$ cat src/alu_pkg.sv
`default_nettype none

package alu_pkg;

    // Cluster sizing
    localparam int NUM_LANES   = 4;
    localparam int LANE_W      = 2;                     // Lane index width
    localparam int IN_DEPTH    = 4;                     // Dispatch queue slots
    localparam int OUT_CREDITS = 2;                     // Downstream credits after reset
    localparam int DIV_CYCLES  = 34;                    // Start to done, fixed

    // Derived widths
    localparam int QUEUE_W = $clog2(IN_DEPTH);          // Queue pointer
    localparam int CRED_W  = $clog2(OUT_CREDITS + 1);   // Output credit counter

    // Op codes, same encoding as the original ALU ctrl field
    // 8 to 11 were multiply slots and stay undefined
    typedef enum logic [3:0] {
        OP_ADD  = 4'b0000,
        OP_SUB  = 4'b0001,
        OP_AND  = 4'b0010,
        OP_OR   = 4'b0011,
        OP_XOR  = 4'b0100,
        OP_SLL  = 4'b0101,
        OP_SRL  = 4'b0110,
        OP_SRA  = 4'b0111,
        OP_DIV  = 4'b1100,                              // Signed quotient
        OP_MOD  = 4'b1101,                              // Signed remainder
        OP_DIVU = 4'b1110,
        OP_MODU = 4'b1111
    } alu_op_e;

    // One operation as it travels from input to lane
    typedef struct packed {
        alu_op_e     op;
        logic [31:0] a;
        logic [31:0] b;                                 // Shifts use b[4:0] only
    } alu_req_t;

    // Lane result
    // comp is 00 for a == b, 01 for a < b signed, 10 for a > b
    typedef struct packed {
        logic [31:0] value;
        logic [1:0]  comp;
    } alu_res_t;

endpackage

`default_nettype wire

$ cat src/alu_dispatch.sv
`timescale 1ns/10ps
`default_nettype none

module alu_dispatch (
    input  wire logic                            clk,
    input  wire logic                            rst,
    input  wire logic                            in_valid,
    input  alu_pkg::alu_req_t                    in_req,
    output logic                                 in_credit,
    output logic [alu_pkg::NUM_LANES-1:0]        lane_valid,
    output alu_pkg::alu_req_t                    lane_req,
    input  wire logic [alu_pkg::NUM_LANES-1:0]   lane_credit
);
    import alu_pkg::*;

    alu_req_t               queue_mem [IN_DEPTH];       // Payload only
    logic [QUEUE_W-1:0]     wr_ptr;
    logic [QUEUE_W-1:0]     rd_ptr;
    logic [QUEUE_W:0]       count;
    logic [LANE_W-1:0]      rr_ptr;                     // Next lane in issue order
    logic [NUM_LANES-1:0]   lane_cred;                  // One slot per lane
    logic                   issue;
    logic [NUM_LANES-1:0]   issue_mask;

    // Wait on the pointer lane, never skip it
    assign issue      = (count != '0) && lane_cred[rr_ptr];
    assign issue_mask = issue ? (NUM_LANES'(1) << rr_ptr) : '0;

    assign lane_valid = issue_mask;
    assign lane_req   = queue_mem[rd_ptr];              // Shared by all lanes
    assign in_credit  = issue;                          // Slot freed as it leaves

    always_ff @(posedge clk) begin
        if (in_valid) begin
            queue_mem[wr_ptr] <= in_req;                // Upstream credits prevent overflow
        end
    end

    always_ff @(posedge clk) begin
        if (rst) begin
            wr_ptr    <= '0;
            rd_ptr    <= '0;
            count     <= '0;
            rr_ptr    <= '0;
            lane_cred <= '1;
        end else begin
            if (in_valid) begin
                wr_ptr <= wr_ptr + 1'b1;
            end
            if (issue) begin
                rd_ptr <= rd_ptr + 1'b1;
                rr_ptr <= rr_ptr + 1'b1;
            end
            case ({in_valid, issue})
                2'b10:   count <= count + 1'b1;
                2'b01:   count <= count - 1'b1;
                default: count <= count;
            endcase
            // Returned credit never hits the lane being issued
            lane_cred <= (lane_cred & ~issue_mask) | lane_credit;
        end
    end

endmodule

`default_nettype wire

$ cat config.mk
export PLATFORM = sky130hd
export DESIGN_NAME = alu_dispatch
export DESIGN_NICKNAME = d
export VERILOG_FILES = /design/src/alu_pkg.sv /design/src/alu_dispatch.sv
export SDC_FILE = /design/constraint.sdc
export NUM_CORES = 1
export LEC_CHECK = 0
export BUFFER_PORTS_ARGS = -buffer_cell sky130_fd_sc_hd__buf_2
export CAP_MARGIN = 20
export CORE_MARGIN = 2
export CORE_UTILIZATION = 57
export CTS_BUF_LIST = sky130_fd_sc_hd__clkbuf_16
export DETAILED_ROUTE_END_ITERATION = 16
export GPL_TIMING_DRIVEN = 1
export PLACE_DENSITY = 0.79
export SYNTH_ARGS = -nofsm -noshare
export SYNTH_HDL_FRONTEND = slang
export SYNTH_SLANG_ARGS = --single-unit
$ cat constraint.sdc
create_clock -name clk -period 3.3 [get_ports clk]
set_clock_uncertainty 0.05 [all_clocks]
set_input_delay 0.495 -clock clk [delete_from_list [all_inputs] [get_ports clk]]
set_output_delay 0.495 -clock clk [all_outputs]
set_load 0.01 [all_outputs]
Word-level counts from Yosys, hierarchy flattened
Memories as Yosys holds them, arrays and structs flattened. A register that Yosys moved wholly into a read port is not among the register bits. Cells that the tools add are included.

Mux-type cells: 8. Order comparisons: 1. Bitwise gates (word level): 3. Equality and inequality tests: 2. Reductions and logical operators: 3. Add/subtract/negate cells: 5. Shift operators: 1.

Operators with widths (count): $add A2 B1 Y2 const B (3); $pmux W3 S2 (1); $and A4 B4 Y4 (1); $mux W2 (2); $mux W4 (1); $not A4 Y4 (1); $or A4 B4 Y4 (1); $shl A1 B2 Y4 const A (1); $add A3 B1 Y3 const B (1); $lt A2 B3 Y1 const B (1); $mux W1 (3); $reduce_bool A3 Y1 (1); $sub A3 B1 Y3 const B (1); $bmux W1 S2 (1); $eq A2 B1 Y1 const B (1); $eq A2 B2 Y1 const B (1); $reduce_bool A2 Y1 (1); $logic_and A1 B1 Y1 (1).

Bits of input ports: 75. Register bits: 13. Output and inout bits: 73. Word-level logic and storage cells: 29. Memories: 1. Memory bits (writable): 272.

Memories: queue_mem (depth 4, bits a word 68, rd ports 1, clocked after memory_dff 1, wr ports 1, line alu_dispatch.sv:16) `alu_req_t queue_mem [IN_DEPTH];`.

Logic depth before layout (Yosys ltp)
Word-level depth: 7. Gate-level depth with buffers: 10. Gate-level depth less buffers: 8.

Least setup slack after synthesis
OpenSTA, ideal clock, no wires.

Kind: register to register. Start: register wr_ptr[0]. End: memory queue_mem[0][0] (netlist bit) (enable). Cell stages (with the launch flop): 4. Data arrival time: 2.137 ns. Required time: 2.817 ns. Period minus slack after synthesis: 2.621 ns. Buffers on the path: 0. Slack: 0.679 ns. Library setup time: 0.433 ns. Cell sequence: dfxtp_1 inv_1 ha_1 and2_1.

RTL lines: start: declaration (line alu_dispatch.sv:17) `logic [QUEUE_W-1:0] wr_ptr;`; start signal: assignment (line alu_dispatch.sv:48) `wr_ptr <= wr_ptr + 1'b1;`; end: declaration (line alu_dispatch.sv:16).

No word-level cell before the write port.

==> impl_results.md <==
- Status: finished, final reports clean
- CTS tree: done
- Core area: 18090 um^2
- CP Class: reg -> out
- Initial antenna violation count: 2
- Top-count cell post-synth: edfxtp_1
- TNS Setup: 0 ns
- Overflow after GRT: 0
- Top FF cell, synth: edfxtp_1
- CP endpoint kind: output port
- Cell taking the most area after synthesis: edfxtp_1
- RSZ-0062 raised after global routing: false
- Final Max Slew Viols: 0
- Pleak: 4.337 nW
- Hold Path Sink: lane_cred[3]
- Crit-path max FO: 34
- Reg2reg end: count[2]
- Initial DRC Count: 327
- Post-CTS Setup Inserts: 0
- Die width: 140.4 um
- Hold path depth: 3
- Gp weighted congestion: 0.7448
- Most common library cells after synthesis: 272 x edfxtp_1, 69 x mux4_2, 15 x dfxtp_1
- Sinks on Clock Net: 287
- FF-to-FF Start: rr_ptr[0]
- Min-delay src: lane_credit[3]
- Worst-margin pin slew: 0.6366 ns
- FP Rows: 49
- Area grow syn2layout: 17.99%
- Hold_buf cts: 0
- CP required: 2.75 ns
- Skew-Pair Late Insertion Delay: 0.52 ns
- Starting Density: 58.64%
- Dominant cells by area after synthesis: edfxtp_1 77%, mux4_2 15%, dfxtp_1 2.8%
- Layout cells sized above 1: 43.35%
- Power per cell area: 727.7 nW/um^2
- Vias in the first global route: 5261
- Largest net degree at the start of global routing: 39
- Asr flop ratio synth: 0%
- Number of I/O port buffers: 147
- Final period utilization: 83.20%
- Post-synthesis area per instance: 23.99 um^2
- Critical-path cell list: buf_12 -> mux4_2 -> buf_2
- #FFs+latches synth: 287
- Crit path time final: 2.746 ns
- Final Core Density: 69.19%
- Syn Std Cell Area: 10610 um^2
- Antenna-violating nets left: 0
- Sequential fraction of the synthesis area: 79.85%
- Reg2reg path depth: 8
- Syn Inst Count: 442
- Post-cts resize count: 0
- Post-route DRC: 0
- CP arrival: 2.20 ns
- H-tree lvl count: 1
- Via density per instance: 5.714
- First-pass GRT wire length: 28.81 mm
- Area share of the largest cell type after synthesis: 77.02%
- CP startpoint kind: flip-flop
- Worst R2R Setup Slack: 0.75 ns
- Worst-path clk slew: 0.06 ns
- Vias post-DR: 4931
- Relative slew slack: 57.56%
- Syn Nets: 527
- Final #Nets: 695
- Routed WL per cell: 21.37 um
- VDD IR max: 0.6638 mV
- Synth warn: 0
- CTS max path bufs: 3
- Final hold violation count: 0
- Slowest cell on crit path: dfxtp_4
- Yosys cell types: 26
- Post-synth EDFFs: 272
- Max Fclk: 0.3642 GHz
- Full die area: 19710 um^2
- Final setup viols: 0
- Post-Route WL: 18.44 mm
- Die Span Y: 140.4 um
- Total global-route track usage: 19.21%
- Clock Tree Root: clkbuf_16
- CP peak stage delay: 0.58 ns
- DP HPWL: 11.19 mm
- DR pass1 iterations: 5
- Number of buffers created by CTS: 28
- Max Cap Viol: 0
- Io pins: 148
- HP Class: in -> reg
[area by class of cell]
cell class                      instances  area, um^2
Clock buffer                           29       725.7
Clock inverter                         23       113.9
Inverter                               12       45.04
Antenna cell                            2       5.005
Timing Repair Buffer                  157       860.8
Tap cell                              229       286.5
Fill cell                            1123        5573
Multi-Input combinational cell        124        2001
Sequential cell                       287        8476
[power by group]
part	total, mW	internal, mW	switching, mW
combinational	1.86	0.945	0.916
sequential	4.38	4.21	0.170
clock	2.86	1.65	1.22
total	9.11	6.80	2.31
[cell usage in the layout, fill, tap and decap left out]
master / Yosys / routed
a21bo_1: 1 / 1
a21oi_1: 3 / 3
a21oi_2: 1 / 1
and2_4: 4 / 8
buf_12: 0 / 4
buf_2: 6 / 147
buf_4: 2 / 6
bufinv_16: 0 / 1
clkbuf_16: 0 / 29
clkinv_1: 0 / 12
clkinv_2: 0 / 1
dfxtp_1: 15 / 13
dfxtp_4: 0 / 2
diode_2: 0 / 2
edfxtp_1: 272 / 272
fa_1: 1 / 1
ha_1: 9 / 9
inv_1: 12 / 21
mux2i_1: 3 / 3
mux4_2: 69 / 69
nand2_1: 1 / 1
nand3b_1: 1 / 1
nor2_1: 12 / 12
nor2b_4: 1 / 1
nor3_2: 1 / 1
o21ai_0: 3 / 3
o21ai_2: 4 / 4
or3_1: 1 / 1
xnor2_1: 3 / 3
xor2_1: 2 / 2
[critical path: cells and delay by family, from the launching register on]
kind / cells / cell delay [ns]
buf+inv: 2 / 0.49
flops: 1 / 0.58
mux: 1 / 0.58
[worst max path at each step]
stage                    from         endpoint  slack (ns)
floorplan           wr_ptr[0]  queue_mem[0][0]        0.68
global placement    rr_ptr[0]         count[2]        0.98
detailed placement  rr_ptr[0]         count[2]        0.75
CTS                 flip-flop     lane_req[45]        0.48
global route        flip-flop     lane_req[45]        0.42
finish              flip-flop     lane_req[45]        0.55
[metal layers]
| layer | wire length, um | vias to the layer above | track usage (%) | part of all wire [%] |
|---|---|---|---|---|
| met3 | 1197 | 32 | 4.308 | 6.5 |
| met4 | 379 | 0 | 5.210 | 2.1 |
| met2 | 9586 | 180 | 32.95 | 52 |
| met1 | 7278 | 2544 | 25.33 | 39 |
| met5 | 0 | - | 0 | 0 |
| li1 | - | 2175 | - | - |
[through the flow]
step	power [mW]	instance area, um^2	hold WS [ns]	cells	setup slack (ns)
floorplan	5.686	10610	0.4017	442	0.6795
global placement	6.281	11670	0.4188	809	0.9757
detailed placement	6.352	11670	0.4334	809	0.7505
CTS	9.203	12510	0.09079	861	0.4821
global route	9.468	12510	0.09647	862	0.4193
finish	9.106	12510	0.1129	863	0.5544
[state kept, by name, summed over array words and instances (netlist names), named ones only]
register	count
count	3
queue_mem	272
rr_ptr	2
rd_ptr	2
wr_ptr	2
lane_cred	4
[kinds of logic (layout without fill, tap and decap cells)]
family | Yosys count | in the layout | share of synthesized area [%]
adders and majority gates | 10 | 10 | 1.251
muxes | 72 | 72 | 14.94
AOI/OAI and AO/OA | 12 | 12 | 0.7904
DFF | 287 | 287 | 79.85
other | 0 | 2 | 0
and+or+nand+nor | 25 | 25 | 1.380
buffers and inverters | 31 | 221 | 1.380
xor gates and xnor gates | 5 | 5 | 0.4130
Note: power is estimated with default switching activity, not from simulation.
