$ cat src/alu_pkg.sv
`default_nettype none

package alu_pkg;

    // Cluster sizing
    localparam int NUM_LANES   = 4;
    localparam int LANE_W      = 2;                     // Lane index width
    localparam int IN_DEPTH    = 4;                     // Dispatch queue slots
    localparam int OUT_CREDITS = 2;                     // Downstream credits after reset
    localparam int DIV_CYCLES  = 34;                    // Start to done, fixed

    // Derived widths
    localparam int QUEUE_W = $clog2(IN_DEPTH);          // Queue pointer
    localparam int CRED_W  = $clog2(OUT_CREDITS + 1);   // Output credit counter

    // Op codes, same encoding as the original ALU ctrl field
    // 8 to 11 were multiply slots and stay undefined
    typedef enum logic [3:0] {
        OP_ADD  = 4'b0000,
        OP_SUB  = 4'b0001,
        OP_AND  = 4'b0010,
        OP_OR   = 4'b0011,
        OP_XOR  = 4'b0100,
        OP_SLL  = 4'b0101,
        OP_SRL  = 4'b0110,
        OP_SRA  = 4'b0111,
        OP_DIV  = 4'b1100,                              // Signed quotient
        OP_MOD  = 4'b1101,                              // Signed remainder
        OP_DIVU = 4'b1110,
        OP_MODU = 4'b1111
    } alu_op_e;

    // One operation as it travels from input to lane
    typedef struct packed {
        alu_op_e     op;
        logic [31:0] a;
        logic [31:0] b;                                 // Shifts use b[4:0] only
    } alu_req_t;

    // Lane result
    // comp is 00 for a == b, 01 for a < b signed, 10 for a > b
    typedef struct packed {
        logic [31:0] value;
        logic [1:0]  comp;
    } alu_res_t;

endpackage

`default_nettype wire

$ cat src/alu_collect.sv
`timescale 1ns/10ps
`default_nettype none

module alu_collect (
    input  wire logic                                   clk,
    input  wire logic                                   rst,
    input  wire logic [alu_pkg::NUM_LANES-1:0]          res_valid,
    input  alu_pkg::alu_res_t [alu_pkg::NUM_LANES-1:0]  res,
    output logic [alu_pkg::NUM_LANES-1:0]               res_take,
    output logic                                        out_valid,
    output alu_pkg::alu_res_t                           out_res,
    input  wire logic                                   out_credit
);
    import alu_pkg::*;

    logic [LANE_W-1:0]  ptr;                            // Same order as dispatch
    logic [CRED_W-1:0]  credits;
    logic               take;

    // Lane results hold while no credit is left
    assign take     = res_valid[ptr] && (credits != '0);
    assign res_take = take ? (NUM_LANES'(1) << ptr) : '0;

    always_ff @(posedge clk) begin
        if (take) begin
            out_res <= res[ptr];
        end
    end

    always_ff @(posedge clk) begin
        if (rst) begin
            ptr       <= '0;
            out_valid <= 1'b0;
            credits   <= CRED_W'(OUT_CREDITS);          // Downstream buffer size
        end else begin
            out_valid <= take;
            if (take) begin
                ptr <= ptr + 1'b1;
            end
            // Credit spent at take, which is the out_valid of the next cycle
            case ({out_credit, take})
                2'b10:   credits <= credits + 1'b1;
                2'b01:   credits <= credits - 1'b1;
                default: credits <= credits;
            endcase
        end
    end

endmodule

`default_nettype wire

$ cat config.mk
export PLATFORM = sky130hd
export DESIGN_NAME = alu_collect
export DESIGN_NICKNAME = d
export VERILOG_FILES = /design/src/alu_pkg.sv /design/src/alu_collect.sv
export SDC_FILE = /design/constraint.sdc
export NUM_CORES = 1
export LEC_CHECK = 0
export BUFFER_PORTS_ARGS = -buffer_cell sky130_fd_sc_hd__buf_4
export CORE_ASPECT_RATIO = 1.75
export CORE_MARGIN = 5
export CORE_UTILIZATION = 35
export CTS_CLUSTER_DIAMETER = 60
export CTS_CLUSTER_SIZE = 24
export DETAILED_ROUTE_END_ITERATION = 10
export HOLD_SLACK_MARGIN = 0.15
export PLACE_DENSITY_LB_ADDON = 0.2
export SETUP_SLACK_MARGIN = 0.3
export SLEW_MARGIN = 20
export SYNTH_ARGS = -nofsm -noshare
export SYNTH_HDL_FRONTEND = slang
export SYNTH_SLANG_ARGS = --single-unit
$ cat constraint.sdc
create_clock -name clk -period 3.19 [get_ports clk]
set_clock_uncertainty 0.2 [all_clocks]
set_input_delay 0.4785 -clock clk [delete_from_list [all_inputs] [get_ports clk]]
set_output_delay 0.4785 -clock clk [all_outputs]
set_load 0.01 [all_outputs]
======== After elaboration in Yosys (flattened, before gate mapping) ========
Index checks and enable logic that the tools add are counted.
word-level totals
  register bits after elaboration ......... 39
  output and inout port bits .............. 39
  logic and storage cells ................. 21
cells by class
  $add $sub $neg .......................... 3
  order comparisons ....................... 1
  eq/ne operators ......................... 2
  shifts and indexed selects .............. 1
  multiplexer cells ....................... 6
  reduce and logical (&&, ||, !) cells .... 3
operators by type and width
  operator                                                                       number
  34-bit binary-select mux with 2-bit select                                     1
  34-bit 2-to-1 mux                                                              1
  2-bit by 1-bit adder with 2-bit output (second input constant)                 2
  4-bit 2-to-1 mux                                                               1
  2-bit case mux with 2 select lines                                             1
  2-bit nonzero test                                                             2
  1-bit by 2-bit left shift with 4-bit output (first input constant)             1
  2-bit by 3-bit less-than comparator with 1-bit output (second input constant)  1
  1-bit binary-select mux with 2-bit select                                      1
  2-bit by 1-bit == test with 1-bit output (second input constant)               1
  2-bit == test (second input constant)                                          1
  2-bit by 1-bit subtractor with 2-bit output (second input constant)            1
  1-bit logical AND                                                              1
  1-bit 2-to-1 mux                                                               1

======== Longest topological paths before layout ========
Gate-level depths: netlist of run 1.
  depth in word-level cells ............... 5
  gate-level depth with buffers ........... 7

======== Least setup slack after synthesis of run 1 ========
OpenSTA, ideal clock, no wires.
  path kind ............................... flip-flop to flip-flop
  start ................................... reg ptr[1]
  end ..................................... reg credits[1]
  setup time .............................. 0.132 ns
  arrival time ............................ 2.786 ns
  required time ........................... 2.858 ns
  setup slack ............................. 0.071 ns
  stages on the path, launching flop included .. 7
  period minus slack after synthesis ...... 3.119 ns
  cell sequence ........................... dfxtp_1 buf_2 o21ai_0 o22ai_2 ha_1 o21ai_0 or3b_2
between the ends
  word-level cells in the longest chain between the ends .. 5
ends and longest elaborated chain
  element                                                                    line               RTL
  start, declared                                                            alu_collect.sv:16  logic [LANE_W-1:0] ptr;
  start signal, assigned                                                     alu_collect.sv:38  ptr <= ptr + 1'b1;
  1-bit binary-select mux with 2-bit select (*)                              alu_collect.sv:21  assign take = res_valid[ptr] && (credits != '0);
  1-bit 2-to-1 mux (implied by the code) (*)                                 alu_collect.sv:21
  1-bit logical AND (*)                                                      alu_collect.sv:21
  via take                                                                   alu_collect.sv:18  logic take;
  2-bit by 1-bit == test with 1-bit output or 2-bit == test (tied branches)  alu_collect.sv:41  case ({out_credit, take})
  2-bit case mux with 2 select lines or 2-bit nonzero test (tied branches)   -
  end signal, assigned                                                       alu_collect.sv:42  2'b10: credits <= credits + 1'b1;
  end signal, assigned                                                       alu_collect.sv:43  2'b01: credits <= credits - 1'b1;
  end signal, assigned                                                       alu_collect.sv:44  default: credits <= credits;
  end, declared                                                              alu_collect.sv:17  logic [CRED_W-1:0] credits;
The timed path passes the listed nets; every way through them passes the cells marked *. The select of a mux whose other input is x is not followed.
A chain may end at the register's enable or synchronous reset.

======== Final worst setup path of run 1 ========
  start ................................... reg ptr[0]
  end ..................................... out res_take[2] (netlist name)
between the ends
  word-level cells in the longest chain between the ends .. 4
ends and longest elaborated chain
  element                                    line               RTL
  1-bit binary-select mux with 2-bit select  alu_collect.sv:21
  1-bit 2-to-1 mux (implied by the code)     alu_collect.sv:21
  1-bit logical AND                          alu_collect.sv:21
  4-bit 2-to-1 mux (*)                       alu_collect.sv:22  assign res_take = take ? (NUM_LANES'(1) << ptr) : '0;
  end, declared                              alu_collect.sv:9   output logic [alu_pkg::NUM_LANES-1:0] res_take,
Every way passes the cells marked *; elsewhere a longest branch is shown, timed or not. The select of a mux whose other input is x is not followed.

==> flow_summary.yaml, run 1 <==
detailed_routing:
  first_iter_violations: 51
  viasPerCell: 4.81
  wirelength_mm: 6.65
  dr.pass1.iters: 4
  avgRoutedWirePerCell_um: 17.7
  drc: 0
  vias: 1803
  ant_nets: 0
die:
  io_pins: 182
  die_h_um: 114
  die_area_um2: 7980
  coreArea_um2: 6130
  rows: 38
  initial_utilization: 0.356
  die_x_um: 69.7
clock_tree:
  clock_latency_ns: 0.27
  post_cts_resized: 0
  cts_tree: "done"
  numCtsBuffers: 5
  clock_sinks: 39
  clockBufferDepth: 2
  htreeDepth: 2
  cts.clk_slew.worst_paths_ns: 0.07
  cts_root_buf: "clkbuf_8"
  post-cts-setup-buffers: 0
  holdBufCountCts: 0
cells_and_area:
  synthToLayoutAreaGrowth_pct: 69.6
  fillers: 497
  drive_gt1_frac: 0.766
  utilization: 0.603
  mostFrequentLayoutCells: "buf_4, edfxtp_1, mux4_2, ha_1, clkbuf_8"
  antenna_cells: 0
  final_nets: 442
  final_cells: 375
  final_common_cell: "buf_4"
placed_design:
  dp.cells: 367
  place_congestion: 0.824
  place_hpwl_mm: 5.50
  io_buffer_count: 181
  pre_cts_slack_ns: 0.867
worst_hold_path:
  hold_path_class: "input port to flop"
sta:
  slew_headroom: 0.562
  hold_ws_ns: 0.213
  tns_ns: 0
  post-route-period-util: 0.805
  period_minus_slack_ns: 2.57
  hold_viol: 0
  worst_slack_ns: 0.622
  slew_viol_final: 0
  worstMarginPinSlew_ns: 0.657
  setup_violations: 0
  rsz0062_at_grt: "no"
  fmax_ghz: 0.389
yosys:
  synth_area_leader_cell: "edfxtp_1"
  synth.area.top_cells: "edfxtp_1, mux4_2, dfxtp_1"
  ys_seq_elements: 39
  synthXorXnorAreaFrac: 0.00803
  synth_fp_nets: 259
  synth_top_cell_area_share: 0.468
  synth_top_family_by_area: "multiplexers"
  synth-compound-area-share: 0.0138
  yosysWarnings: 0
  synth_fa_ha_area_frac: 0.0287
  synthCells: 111
  ys_types: 23
  syn_area_um2: 2180
  muxShareOfSynthArea: 0.375
  postSynthAreaPerCell_um2: 19.7
  yosysSeqAreaShare: 0.514
  yosys.area_share.simple: 0.0315
critical_path:
  crit_required_ns: 2.51
  reg2reg_slack_ns: 0.95
  path_delay_family: "buffers and inverters"
  critPathMaxStageDelay_ns: 0.55
  slowest_stage: "buf_4"
  cp_max_fo: 38
  crit_type: "flop to primary output"
  cp_common_cell: "buf_4"
  arrival_ns: 1.89
  worstPathCellList: "buf_4 > inv_1 > ha_1 > and2_1 > buf_4"
  crit_buf_inv: 3
  cp-end-kind: "primary output"
  critPathLaunchType: "flop"
power:
  power_density_nw_per_um2: 755
  p_leak_nw: 1.60
  vdd_drop_max_uv: 679
grt:
  grt_pass1_vias: 1993
  grt_pass1_wl_mm: 10.2
  grt_max_degree: 39
  overflow: 0
  antenna_found_initial: 0
  track_usage: 0.165
flow_run:
  maxCapViolCount: 0
outcome:
  status: "finished clean"
per-stage QoR:
stage | area (um2) | power (mW)
after CTS | 3700 | 2.85
after global placement | 3620 | 2.51
after detailed placement | 3620 | 2.54
final | 3700 | 2.79
after global routing | 3700 | 2.99
after floorplan | 2190 | 1.88
cells in the mapped netlist, drive strengths merged:
cell type	n
xor2	1
nor2	3
o22ai	1
o21bai	1
inv	3
o21ai	2
nor2b	1
dfxtp	5
mux2i	3
or3b	1
mux2	1
ha	5
xnor2	1
mux4	34
and2	4
nand2b	2
nor3	1
buf	7
clkbuf	1
edfxtp	34
worst paths after layout:
check | from | end | cells after the start
setup / recovery | ptr[0] | res_take[2] | 5
hold / removal | rst | out_valid | 2
setup reg to reg | ptr[1] | credits[1] | 5
hold reg to reg | credits[0] | credits[0] | 2
power by group:
group | internal [mW] | total (mW) | switching, mW | leakage (nW)
combinational | 0.802 | 1.46 | 0.655 | 1.19
clock | 0.149 | 0.305 | 0.156 | 0.0403
sequential | 0.935 | 1.03 | 0.0961 | 0.371
kinds of logic after synthesis:
kind of cell | after synthesis
muxes | 38
buffers and inverters | 11
AOI/OAI and AO/OA | 4
xor gates and xnor gates | 2
and+or+nand+nor | 12
adders and majority gates | 5
DFF | 39
final cells by class:
type | instances | area, um2 | area share
multi-input combinational | 61 | 1000 | 0.271
clock inverter | 2 | 7.51 | 0.00203
timing repair buffer | 184 | 1380 | 0.373
clock buffer | 6 | 72.6 | 0.0196
sequential | 39 | 1120 | 0.304
tap | 80 | 100 | 0.0270
inverter | 3 | 11.3 | 0.00304
flip-flops by register name, summed over array words and instances (netlist names):
name / flops
out_res: 34
ptr: 2
out_valid: 1
credits: 2
metal layers:
metal | GRT usage | vias up | routed length, um
met4 | 0.0371 | 0 | 61
met2 | 0.310 | 100 | 3830
met3 | 0.0580 | 6 | 557
met1 | 0.175 | 859 | 2200
li1 | - | 838 | -
met5 | 0 | - | 0
No activity file was read; power rests on OpenSTA's default activity.
==> inputs of run 2 (changes only) <==
clock period = 2.2 ns   (was 3.19 ns; I/O delays follow)
==> flow_summary.yaml, run 2 (same netlist as run 1, synthesis figures left out) <==
critical_path:
  cp-end-kind: "flop"
  crit_type: "flop to flop"
  worstPathCellList: "mux2i_4 > o22ai_4 > buf_6 > ha_4 > xnor2_2 > o21ai_1 > or3b_4"
  critPathLaunchType: "flop"
  crit_required_ns: 2.18
  cp_max_fo: 4
  reg2reg_from: "ptr[0]"
  reg2reg_slack_ns: 0.16
  path_delay_family: "flip-flops"
  crit_buf_inv: 1
  critPathMaxStageDelay_ns: 0.41
  slowest_stage: "dfxtp_4"
  rr_endpoint: "credits[1]"
  arrival_ns: 2.01
  reg2reg_depth: 7
detailed_routing:
  wirelength_mm: 7.25
  ant_nets: 0
  drc: 0
  vias: 1875
  avgRoutedWirePerCell_um: 18.6
  first_iter_violations: 91
  viasPerCell: 4.82
  dr.pass1.iters: 4
clock_tree:
  clockBufferDepth: 2
  clock_sinks: 39
  clock_latency_ns: 0.29
  cts.clk_slew.worst_paths_ns: 0.07
  htreeDepth: 2
  cts_tree: "done"
  cts_root_buf: "clkbuf_8"
  numCtsBuffers: 5
cells_and_area:
  top_regs: "out_res (34), credits (2), ptr (2)"
  mostFrequentLayoutCells: "buf_4, edfxtp_1, mux4_2, buf_6, clkbuf_8"
  synthToLayoutAreaGrowth_pct: 82.7
  utilization: 0.650
  drive_gt1_frac: 0.812
  final_common_cell: "buf_4"
  fillers: 461
  final_nets: 456
  largest_reg_flops: 34
  top_register: "out_res"
  antenna_cells: 0
power:
  power_density_nw_per_um2: 1150
  p_leak_nw: 1.72
  power_mw: 4.58
  vdd_drop_max_uv: 871
sta:
  hold_viol: 0
  rsz0062_at_grt: "yes"
  setup_violations: 0
  period_minus_slack_ns: 2.04
  fmax_ghz: 0.491
  slew_headroom: 0.832
  worstMarginPinSlew_ns: 0.253
  post-route-period-util: 0.925
  slew_viol_final: 0
die:
  io_pins: 182
  die_x_um: 69.7
  initial_utilization: 0.356
  rows: 38
  die_h_um: 114
  coreArea_um2: 6130
  die_area_um2: 7980
grt:
  grt_max_degree: 21
  grt_pass1_wl_mm: 10.7
  antenna_found_initial: 0
  track_usage: 0.178
  grt_pass1_vias: 1972
  overflow: 0
worst_hold_path:
  hold_path_class: "input port to flop"
  hold_end: "out_res[31]"
  hold_start: "res[31]"
  hold_depth: 2
flow_run:
  maxCapViolCount: 0
outcome:
  status: "finished clean"
placed_design:
  io_buffer_count: 181
  place_congestion: 0.862
  place_hpwl_mm: 5.88
==> run 2: cell type report <==
cell class	instances	area, um2	area share
Tap cell	80	100	0.0251
Clock inverter	1	5.00	0.00126
Clock buffer	7	76.3	0.0191
Inverter	3	11.3	0.00282
Timing Repair Buffer	198	1590	0.399
Sequential cell	39	1130	0.283
Multi-Input combinational cell	61	1080	0.270
==> run 2: worst register-to-register path, stage by stage, from the launching register on <==
cell and delay (ns):
dfxtp_4 0.41, mux2i_4 0.26, o22ai_4 0.12, buf_6 0.14, ha_4 0.15, xnor2_2 0.13
o21ai_1 0.12, or3b_4 0.38
==> run 2: routing by layer <==
metal / vias up / GRT usage / share of wire
met3: 7 / 0.0800 / 0.11
li1: 872 / - / -
met2: 107 / 0.327 / 0.57
met1: 889 / 0.175 / 0.30
met4: 0 / 0.0627 / 0.017
met5: - / 0 / 0
==> run 2: what timing repair did <==
action                                  in CTS  in global routing
pin swaps                                    6                  4
buffers inserted                             7                  1
endpoints found under the setup margin       5                 24
cloned                                       1                  0
gates resized for setup                     17                  7
hold buffers                                 1                  0
endpoints found under the hold margin        3                  0
==> run 2: where the power goes <==
group	switching, mW	internal (mW)	total [mW]
clock network	0.239	0.222	0.461
logic	1.07	1.56	2.63
registers	0.139	1.36	1.50
==> run 2: metrics by stage <==
stage	hold WS [ns]	instance area [um2]	setup slack, ns	instances	setup TNS [ns]
after floorplan	0.202	2230	-0.340	111	-0.549
after global placement	0.362	3680	0.285	371	0
after detailed placement	0.366	3680	0.255	371	0
after CTS	0.199	3940	0.173	388	0
after global routing	0.203	3990	0.0762	389	0
final	0.214	3990	0.164	389	0
==> run 2: worst max path at each step <==
stage	slack [ns]	depth (start not counted)	start	to
global route	0.08	7	ptr[0]	credits[1]
finish	0.16	7	ptr[0]	credits[1]
global placement	0.28	7	res_valid[3]	credits[1]
floorplan	-0.34	6	ptr[0]	credits[1]
CTS	0.17	5	ptr[0]	res_take[1]
detailed placement	0.26	7	res_valid[3]	credits[1]
